==> src/include/glb_config.svh <==
// global buffer config path sizing: tile count, bank geometry and data width
`ifndef GLB_CONFIG_SVH
`define GLB_CONFIG_SVH

// tiles in the config daisy chain
`define GLB_NUM_TILES 4

// sram banks owned by each tile
`define GLB_BANKS_PER_TILE 2

// word address bits inside one bank
`define GLB_BANK_ADDR_BITS 6

// config data word width
`define GLB_DATA_BITS 32

// tile field of a config address
// wider than the tile count needs, so some addresses hit no tile
`define GLB_TILE_ID_BITS 3

`endif
==> src/verilog/glb_addr_pkg.sv <==
// global buffer config address layout: tile, bank and word fields and their extraction
`include "glb_config.svh"

package glb_addr_pkg;

    localparam int BANK_ID_BITS = $clog2(`GLB_BANKS_PER_TILE);
    // field positions, word in the low bits
    localparam int BANK_LSB  = `GLB_BANK_ADDR_BITS;
    localparam int TILE_LSB  = BANK_LSB + BANK_ID_BITS;
    localparam int ADDR_BITS = TILE_LSB + `GLB_TILE_ID_BITS;

    typedef logic [`GLB_TILE_ID_BITS-1:0]   tile_id_t;
    typedef logic [BANK_ID_BITS-1:0]        bank_id_t;
    typedef logic [`GLB_BANK_ADDR_BITS-1:0] word_addr_t;
    // {tile, bank, word}
    typedef logic [ADDR_BITS-1:0]           cfg_addr_t;

    function automatic tile_id_t tile_of(cfg_addr_t a);
        return a[TILE_LSB +: `GLB_TILE_ID_BITS];
    endfunction

    function automatic bank_id_t bank_of(cfg_addr_t a);
        return a[BANK_LSB +: BANK_ID_BITS];
    endfunction

    function automatic word_addr_t word_of(cfg_addr_t a);
        return a[`GLB_BANK_ADDR_BITS-1:0];
    endfunction

    // inverse of the three above
    function automatic cfg_addr_t make_addr(tile_id_t t, bank_id_t b, word_addr_t w);
        return {t, b, w};
    endfunction

endpackage

==> src/verilog/glb_types_pkg.sv <==
// global buffer config types: request opcodes, entry read tracker states, data word
`include "glb_config.svh"

package glb_types_pkg;

    // host request opcode
    typedef enum logic [1:0] {
        CFG_NOP   = 2'd0,
        CFG_WRITE = 2'd1,
        CFG_READ  = 2'd2
    } cfg_op_e;

    // entry tracks at most one read in flight
    typedef enum logic [0:0] {
        ENTRY_IDLE      = 1'b0,
        ENTRY_READ_WAIT = 1'b1
    } entry_state_e;

    // config data word, same width as a bank word
    typedef logic [`GLB_DATA_BITS-1:0] cfg_data_t;

endpackage

==> src/verilog/cfg_ifc.sv <==
// config bus between chain stages: request strobes eastward, read return westward
`timescale 1ns/1ps

interface cfg_ifc;
    import glb_types_pkg::*;
    import glb_addr_pkg::*;

    // request, travels east
    logic      wr_en;
    logic      rd_en;
    cfg_addr_t addr;
    cfg_data_t wr_data;

    // read return, travels west
    cfg_data_t rd_data;
    logic      rd_data_valid;

    // upstream side of a hop
    modport master (
        output wr_en, rd_en, addr, wr_data,
        input  rd_data, rd_data_valid
    );

    // downstream side of a hop
    modport slave (
        input  wr_en, rd_en, addr, wr_data,
        output rd_data, rd_data_valid
    );

endinterface

==> src/verilog/glb_cfg_entry.sv <==
// config entry: registers host requests onto the chain and tracks the single open read
`timescale 1ns/1ps

module glb_cfg_entry (
    input  logic                    clk,
    input  logic                    reset,
    input  logic                    req,
    input  glb_types_pkg::cfg_op_e  op,
    input  glb_addr_pkg::cfg_addr_t addr,
    input  glb_types_pkg::cfg_data_t wdata,
    output logic                    rsp_valid,
    output glb_types_pkg::cfg_data_t rdata,
    output logic                    rd_drop_err,
    cfg_ifc.master                  chain
);
    import glb_types_pkg::*;

    entry_state_e state;
    entry_state_e state_next;
    logic         rd_req;
    logic         rd_accept;
    logic         rd_drop;

    assign rd_req    = req && (op == CFG_READ);
    // only one read on the chain at a time
    assign rd_accept = rd_req && (state == ENTRY_IDLE);
    assign rd_drop   = rd_req && (state == ENTRY_READ_WAIT);

    always_comb begin
        state_next = state;
        case (state)
            ENTRY_IDLE:      if (rd_accept) state_next = ENTRY_READ_WAIT;
            // return strobe closes the read
            ENTRY_READ_WAIT: if (chain.rd_data_valid) state_next = ENTRY_IDLE;
            default:         state_next = ENTRY_IDLE;
        endcase
    end

    always_ff @(posedge clk or posedge reset) begin
        if (reset) begin
            state       <= ENTRY_IDLE;
            chain.wr_en <= 1'b0;
            chain.rd_en <= 1'b0;
            rsp_valid   <= 1'b0;
            rd_drop_err <= 1'b0;
        end else begin
            state       <= state_next;
            // writes never blocked
            chain.wr_en <= req && (op == CFG_WRITE);
            chain.rd_en <= rd_accept;
            rsp_valid   <= chain.rd_data_valid;
            // sticky until reset
            if (rd_drop) rd_drop_err <= 1'b1;
        end
    end

    // request payload, qualified by the strobes
    always_ff @(posedge clk) begin
        chain.addr    <= addr;
        chain.wr_data <= wdata;
        if (chain.rd_data_valid) rdata <= chain.rd_data;
    end

    // a return with no read open means the chain invented a response
    a_rtn_only_when_waiting: assert property (
        @(posedge clk) disable iff (reset)
        chain.rd_data_valid |-> (state == ENTRY_READ_WAIT)
    );

endmodule

==> src/flat_wrapper.sv <==
// flat-port wrapper written by rule: the top's interface ports become plain ports
module glb_cfg_entry_flat import glb_types_pkg::*;
  (clk, reset, req, op, addr, wdata, rsp_valid, rdata, rd_drop_err, chain_wr_en, chain_rd_en, chain_addr, chain_wr_data, chain_rd_data, chain_rd_data_valid);
  cfg_ifc chain_i ();
  input  logic clk;
  input  logic reset;
  input  logic req;
  input  glb_types_pkg::cfg_op_e op;
  input  glb_addr_pkg::cfg_addr_t addr;
  input  glb_types_pkg::cfg_data_t wdata;
  output logic rsp_valid;
  output glb_types_pkg::cfg_data_t rdata;
  output logic rd_drop_err;
  output wire logic [$bits(chain_i.wr_en)-1:0] chain_wr_en;
  output wire logic [$bits(chain_i.rd_en)-1:0] chain_rd_en;
  output wire logic [$bits(chain_i.addr)-1:0] chain_addr;
  output wire logic [$bits(chain_i.wr_data)-1:0] chain_wr_data;
  input wire logic [$bits(chain_i.rd_data)-1:0] chain_rd_data;
  input wire logic [$bits(chain_i.rd_data_valid)-1:0] chain_rd_data_valid;
  assign chain_wr_en = chain_i.wr_en;
  assign chain_rd_en = chain_i.rd_en;
  assign chain_addr = chain_i.addr;
  assign chain_wr_data = chain_i.wr_data;
  assign chain_i.rd_data = chain_rd_data;
  assign chain_i.rd_data_valid = chain_rd_data_valid;
  glb_cfg_entry u_core (.clk(clk), .reset(reset), .req(req), .op(op), .addr(addr), .wdata(wdata), .rsp_valid(rsp_valid), .rdata(rdata), .rd_drop_err(rd_drop_err), .chain(chain_i));
endmodule
==> config.mk <==
export PLATFORM = sky130hd
export DESIGN_NAME = glb_cfg_entry_flat
export DESIGN_NICKNAME = d
export VERILOG_FILES = /design/src/verilog/glb_addr_pkg.sv /design/src/verilog/glb_types_pkg.sv /design/src/verilog/cfg_ifc.sv /design/src/verilog/glb_cfg_entry.sv /design/src/flat_wrapper.sv
export VERILOG_INCLUDE_DIRS = /design/src /design/src/include
export SDC_FILE = /design/constraint.sdc
export NUM_CORES = 1
export LEC_CHECK = 0
export BUFFER_PORTS_ARGS = -buffer_cell sky130_fd_sc_hd__buf_2
export CORE_MARGIN = 5
export CORE_UTILIZATION = 34
export DETAILED_ROUTE_END_ITERATION = 8
export PLACE_DENSITY_LB_ADDON = 0.25
export SYNTH_ARGS = -nofsm -noshare
export SYNTH_HDL_FRONTEND = slang
export SYNTH_SLANG_ARGS = --single-unit
==> constraint.sdc <==
create_clock -name clk -period 0.8 [get_ports clk]
set_input_delay 0.08 -clock clk [delete_from_list [all_inputs] [get_ports clk]]
set_output_delay 0.08 -clock clk [all_outputs]
set_load 0.05 [all_outputs]
After elaboration in Yosys (flattened, before gate mapping). Cells that the tools add are included. Widths: inputs -> output; s select.

Register bits: 79. Bits of input ports: 80. Output and inout bits: 78. Word-level logic and storage cells: 18.

Equal/unequal tests: 2. Muxes and demuxes: 3. Bitwise gates (word level): 1. Reductions and logical operators: 4.

Operators with widths (number): $logic_and 1x1->1 (4); $eq 2x1->1 const B (1); $eq 2x2->1 const B (1); $mux 1 (2); $pmux 1 s2 (1); $not 1->1 (1).

Longest topological paths before layout. Gate-level depths: netlist of run 1.

Depth after elaboration: 5. Depth in mapped cells: 2. Gate-level depth less buffers: 2.

Worst setup path after synthesis of run 1. OpenSTA, ideal clock, no wires.

Path kind: reg2reg. From: register u_core.rd_drop_err (netlist name). To: register u_core.rd_drop_err. Setup time: 0.124 ns. Arrival: 0.763 ns. Required time: 0.676 ns. Setup slack: -0.087 ns. Cell stages (with the launch flop): 2. Buffers on the path: 0. Clock period less this slack: 0.887 ns. Cells stage by stage: dfrtp_1 > o21bai_1.

RTL lines: end signal, assigned (line glb_cfg_entry.sv:45) `rd_drop_err <= 1'b0;`; end signal, assigned (line glb_cfg_entry.sv:53) `if (rd_drop) rd_drop_err <= 1'b1;`; end, declared (line glb_cfg_entry.sv:13) `output logic rd_drop_err,`.

Final worst setup path of run 1.
From: register u_core.rdata[10]. To: output port rdata[10].

RTL lines: start, declared (line glb_cfg_entry.sv:12) `output glb_types_pkg::cfg_data_t rdata,`; start signal, assigned (line glb_cfg_entry.sv:61) `if (chain.rd_data_valid) rdata <= chain.rd_data;`; end, declared (line flat_wrapper.sv:12) `output glb_types_pkg::cfg_data_t rdata;`.

No word-level cell between the ends.

==> flow_summary_export.csv, run 1 <==
group,metric,value,unit
sta,skew,0.000411,ns
sta,post-route-period-util,124,%
final_layout,fin_nets,414,
yosys,ys_seq_area_share,97.2,%
sta,max_slew_margin,86.8,%
status,status,"complete, but fails checks",
routing,first_pass_iters,4,
routing,drtAntennaViolNets,0,
final_layout,regArea,1980,µm²
yosys,muxShareOfSynthArea,0.505,%
sta,period_needed,0.989,ns
sta,rsz0062_at_grt,"true",
final_layout,multi_input_area,48.8,µm²
floorplanning,die_h,86.4,µm
clock_network,cts_setup_buffers,0,
placed_design,place_congestion,0.755,
critical_path,slowest_stage,"edfxtp_1",
clock_network,clk_transition_reported_paths,0.08,ns
clock_network,cts_max_path_buffers,2,
final_layout,syn_to_final_growth,130,%
critical_path,worstPathArrival,0.91,ns
clock_network,clock_sink_count,79,
routing,highest_layer,"met4",
floorplanning,core_area,5570,µm²
final_layout,num-fill-cells,281,
critical_path,path_buf_inv,1,
critical_path,crit_fanout,1,
grt,overflow,0,
routing,drc,0,
sta,fmax,1010,MHz
grt,grt_usage,19.9,%
sta,maxSlewViolCount,0,
placed_design,io_buffers,157,
final_layout,drive_gt1_share,63.4,%
yosys,synth_cells,87,
critical_path,timing_worst_setup_path_type,"reg -> out",
yosys,synthSimpleGateAreaFrac,1.58,%
power_and_ir_drop,ir_worst_vdd,1930,µV
floorplanning,die-area,7460,µm²
sta,fin_ws,-0.189,ns
floorplanning,num_rows,27,
critical_path,startpoint_type,"flip-flop",
clock_network,root_buffer,"clkbuf_8",
clock_network,htreeDepth,3,
clock_network,worstSkewPairLatency,0.33,ns
floorplanning,io_pins,158,
routing,routed_via_density,4.11,
grt,grt_pass1_vias,1991,
status,violations,"negative setup slack",
power_and_ir_drop,p_total,9.63,mW
critical_path,cp_top_family,"flip-flops",
yosys,synthesis.nets,167,
grt,grt_pass1_wl,10700,µm
sta,finalHoldViolCount,0,
routing,drt_wl_total,7200,µm
critical_path,end_kind,"output pin",
yosys,ys_ff_latch,79,
yosys,synth_compound_area_share,0.379,%
placed_design,dp_cells,318,
grt,antenna_found_initial,2,
yosys,yosysUniqueCellTypes,9,
hold_path,hold_path_class,"in -> reg",
routing,dr_total_vias,1698,
floorplanning,start_util,35.6,%
power_and_ir_drop,power.leakage,2.04,nW
yosys,synth_area,1980,µm²
critical_path,critPathRequiredTime,0.72,ns
clock_network,cts_tree,"done",
floorplanning,die_w,86.4,µm
routing,first_iter_violations,97,
grt,grt_max_degree,21,
critical_path,critical_path.max_stage_delay,0.41,ns
sta,timing.hold.ws,0.0753,ns
routing,wire_per_inst,17.4,µm
final_layout,instances_no_fill,413,
clock_network,cts_buffers,9,
power_and_ir_drop,power_density,2120,nW/µm²
sta,finalSetupViolCount,78,
yosys,yosys_warnings,0,
yosys,synth_top_family_by_area,"simple AND/OR/NAND/NOR gates",
routing,dr_wl_met2,3620,µm
yosys,synth_fa_ha_area_share,0,%
routing,wl_met3,941,µm
placed_design,dp_hpwl,3790,µm
run,drv_cap,0,
yosys,synthXorXnorAreaFrac,0,%
routing,m1WireLength,2560,µm
yosys,syn_area_per_cell,22.8,µm²
sta,tightest_slew,0.197,ns
critical_path,crit_path_cell_trace,"buf_6",
-- what timing repair did --
item                       4_1_cts  5_1_grt
setup endpoints to repair       78       80
gates resized for setup        233        4
hold endpoints to repair        80        0
pin swaps                        0        1
hold buffers                    78        0
-- state kept, by name, summed over array words and instances, names as in the netlist --
signal and count:
u_core.chain.rd_en 1, u_core.rdata 32, u_core.chain.wr_en 1, u_core.rd_drop_err 1, u_core.chain.wr_data 32, u_core.chain.addr 10
u_core.rsp_valid 1, u_core.state 1
-- per-layer routing --
layer,global-route usage [%],vias up
met5,0,-
met1,21.2,768
met2,33.7,127
met3,9.60,6
li1,-,797
met4,8.22,0
-- stage by stage --
stage | util (%) | cell area, µm² | setup slack (ns) | TNS (ns)
detailed placement | 52.0 | 2900 | 0.102 | 0
CTS | 81.4 | 4540 | -0.194 | -10.25
floorplan | - | 1980 | 0.000714 | 0
global placement | 52.0 | 2900 | 0.114 | 0
finish | 81.7 | 4550 | -0.189 | -9.68
global route | 81.7 | 4550 | -0.233 | -12.83
-- worst paths after layout --
| path | startpoint | end | slack (ns) | depth (start not counted) |
|---|---|---|---|---|
| hold reg to reg | u_core.state$_DFF_PP0_ | u_core.chain.rd_en$_DFF_PP0_ | 0.45 | 1 |
| setup / recovery | u_core.rdata[10]$_DFFE_PP_ | rdata[10] | -0.19 | 1 |
| min in group asynchronous | reset | u_core.state$_DFF_PP0_ | 0.19 | 3 |
| setup reg to reg | u_core.state$_DFF_PP0_ | u_core.state$_DFF_PP0_ | 0.07 | 2 |
| hold / removal | chain_rd_data_valid | u_core.rsp_valid$_DFF_PP0_ | 0.08 | 2 |
| max in group asynchronous | reset | u_core.rd_drop_err$_DFFE_PP0P_ | 0.43 | 3 |
-- layout make-up --
| class | count | share of cell area, % |
|---|---|---|
| clock inverters | 3 | 0.962 |
| diodes | 2 | 0.110 |
| clock buffers | 13 | 3.08 |
| inverters | 2 | 0.165 |
| multi-input cells | 6 | 1.07 |
| well taps | 72 | 1.98 |
| repair buffers | 236 | 49.1 |
| flip-flops and latches | 79 | 43.5 |
-- cells by family after synthesis --
| logic type | count (synthesis) |
|---|---|
| AND/OR/NAND/NOR | 4 |
| multiplexers | 1 |
| buffers and inverters | 2 |
| AO/OA/AOI/OAI | 1 |
| flip-flops | 79 |
-- cell usage after synthesis --
library cell,count,share of area (%)
dfxtp_1,42,42
edfxtp_1,32,48
dfrtp_1,5,6.3
inv_1,2,0.38
nor2_1,2,0.38
mux2i_1,1,0.50
nand2_1,1,0.19
nand3b_4,1,1.0
o21bai_1,1,0.38
-- power by group --
| group | internal, mW | leakage (nW) | total (mW) | switching, mW |
|---|---|---|---|---|
| clock network | 1.46 | 0.0946 | 2.79 | 1.33 |
| logic | 0.974 | 1.22 | 2.19 | 1.22 |
| registers | 4.50 | 0.729 | 4.65 | 0.153 |
-- layout by cell type, fill, tap and decap left out, drive strengths merged --
cell type and count:
nand3b 1, edfxtp 32, buf 158, mux2i 1
bufinv 1, clkinv 2, dlygate4sd3 78, nand2 1
dfrtp 5, clkbuf 13, nor2 2, inv 2
dfxtp 42, o21bai 1, diode 2
Note: power is estimated with default switching activity, not from simulation.
==> run 2, diff against run 1 <==
--- a/config.mk
+++ b/config.mk
@@ -6,10 +6,11 @@
 export SDC_FILE = /design/constraint.sdc
 export NUM_CORES = 1
 export LEC_CHECK = 0
-export BUFFER_PORTS_ARGS = -buffer_cell sky130_fd_sc_hd__buf_2
+export BUFFER_PORTS_ARGS = -buffer_cell sky130_fd_sc_hd__buf_4
 export CORE_MARGIN = 5
 export CORE_UTILIZATION = 34
 export DETAILED_ROUTE_END_ITERATION = 8
+export MAX_ROUTING_LAYER = met4
 export PLACE_DENSITY_LB_ADDON = 0.25
 export SYNTH_ARGS = -nofsm -noshare
 export SYNTH_HDL_FRONTEND = slang
==> flow_summary_export.csv, run 2 (same netlist as run 1, synthesis figures left out) <==
group,metric,value,unit
status,status,"complete, but fails checks",
status,violations,"negative setup slack",
critical_path,critPathLaunch,"u_core.rdata[9]$_DFFE_PP_",
floorplanning,die_w,86.4,µm
clock_network,cts_max_path_buffers,2,
routing,routed_via_density,4.17,
clock_network,clk_transition_reported_paths,0.08,ns
floorplanning,die-area,7460,µm²
sta,period_needed,0.994,ns
placed_design,dp_hpwl,4060,µm
clock_network,clock_sink_count,79,
final_layout,final_cell_mix,"79 x buf_4, 77 x dlygate4sd3_1, 42 x dfxtp_2",
critical_path,startpoint_type,"flip-flop",
critical_path,end_kind,"output pin",
run,drv_cap,0,
grt,grt_max_degree,23,
grt,grt_usage,22.2,%
final_layout,num-fill-cells,255,
final_layout,regArea,1980,µm²
routing,drt_wl_total,7640,µm
sta,fin_ws,-0.194,ns
power_and_ir_drop,ir_worst_vdd,1590,µV
power_and_ir_drop,power.leakage,2.13,nW
critical_path,worstPathArrival,0.91,ns
final_layout,syn_to_final_growth,140,%
critical_path,crit_path_cell_trace,"buf_6",
final_layout,fin_area,4750,µm²
floorplanning,die_h,86.4,µm
critical_path,critPathRequiredTime,0.72,ns
power_and_ir_drop,power_density,2050,nW/µm²
critical_path,cp_top_family,"flip-flops",
clock_network,cts_setup_buffers,0,
clock_network,worstSkewPairLatency,0.34,ns
final_layout,final_common_cell,"buf_4",
final_layout,drive_gt1_share,64.1,%
sta,tightest_slew,0.227,ns
floorplanning,start_util,35.6,%
sta,maxSlewViolCount,0,
grt,grt_pass1_vias,2048,
floorplanning,core_area,5570,µm²
critical_path,crit_fanout,1,
floorplanning,num_rows,27,
critical_path,r2r-start,"u_core.state$_DFF_PP0_",
final_layout,top_regs,"u_core.chain.wr_data x32, u_core.rdata x32, u_core.chain.addr x10",
hold_path,hold_path_class,"in -> reg",
final_layout,final_core_util,85.3,%
sta,skew,0.00693,ns
sta,post-route-period-util,124,%
floorplanning,io_pins,158,
clock_network,cts_tree,"done",
grt,grt_pass1_wl,11600,µm
sta,max_slew_margin,84.8,%
sta,fmax,1010,MHz
grt,antenna_found_initial,1,
clock_network,htreeDepth,3,
grt,overflow,0,
routing,first_pass_iters,4,
critical_path,critical_path.max_stage_delay,0.41,ns
sta,timing.hold.ws,0.00982,ns
clock_network,root_buffer,"clkbuf_8",
sta,rsz0062_at_grt,"true",
placed_design,dpl_cell_area,3280,µm²
clock_network,cts_buffers,9,
routing,drtAntennaViolNets,0,
sta,finalHoldViolCount,0,
placed_design,io_buffers,157,
critical_path,slowest_stage,"edfxtp_1",
critical_path,timing_worst_setup_path_type,"reg -> out",
routing,first_iter_violations,47,
sta,finalSetupViolCount,78,
placed_design,dp_cells,318,
routing,dr_total_vias,1723,
placed_design,place_congestion,0.796,
final_layout,instances_no_fill,413,
final_layout,fin_nets,415,
sta,setup_tns,-10.26,ns
hold_path,min-delay-start,"chain_rd_data_valid",
final_layout,multi_input_area,48.8,µm²
routing,wire_per_inst,18.5,µm
routing,drc,0,
critical_path,path_buf_inv,1,
[run 2: cell count changes in the layout (fill, tap and decap cells not counted), sizes merged]
| cell | before | now |
|---|---|---|
| diode | 2 | 1 |
| dlymetal6s4s | 0 | 1 |
| buf | 158 | 159 |
| clkinv | 2 | 3 |
| dlygate4sd3 | 78 | 77 |
| bufinv | 1 | 0 |
[run 2: routing by layer]
metal	vias to the layer above	routed length [µm]	GRT usage, %
li1	797	-	-
met1	785	2770	23.9
met2	127	3700	35.3
met3	14	1000	9.70
met4	0	178	10.3
met5	-	0	-
[run 2: worst paths after layout]
check | endpoint | slack [ns] | cells past startpoint
worst max-delay path | rdata[9] | -0.19 | 1
worst min-delay path | u_core.rdata[30]$_DFFE_PP_ | 0.01 | 1
worst max register to register | u_core.state$_DFF_PP0_ | 0.06 | 2
worst min register to register | u_core.chain.rd_en$_DFF_PP0_ | 0.47 | 1
max in group asynchronous | u_core.rd_drop_err$_DFFE_PP0P_ | 0.38 | 3
min in group asynchronous | u_core.state$_DFF_PP0_ | 0.20 | 3
[run 2: final cells by class]
| cell class | count | share of cell area [%] |
|---|---|---|
| sequential | 79 | 41.7 |
| multi-input combinational | 6 | 1.03 |
| antenna | 1 | 0.0526 |
| clock buffer | 13 | 3.58 |
| timing repair buffer | 237 | 51.3 |
| tap | 72 | 1.89 |
| inverter | 2 | 0.158 |
| clock inverter | 3 | 0.316 |
[run 2: where the power goes]
part | switching [mW] | internal [mW] | total, mW
registers | 0.159 | 4.50 | 4.66
logic | 1.24 | 1.08 | 2.32
clock network | 1.36 | 1.39 | 2.75
total | 2.76 | 6.97 | 9.73
[run 2: per-stage QoR]
step / setup slack (ns) / total power [mW]
3_3_place_gp: 0.105 / 6.35
6_report: -0.194 / 9.73
5_1_grt: -0.233 / 10.1
4_1_cts: -0.201 / 9.68
2_1_floorplan: 0.000714 / 5.59
3_5_place_dp: 0.0884 / 6.36
[run 2: repair_timing]
action | 4_1_cts | 5_1_grt
endpoints found under the setup margin | 78 | 84
cloned | 0 | 0
gates resized for setup | 160 | 4
hold buffers | 79 | 0
endpoints found under the hold margin | 85 | 0
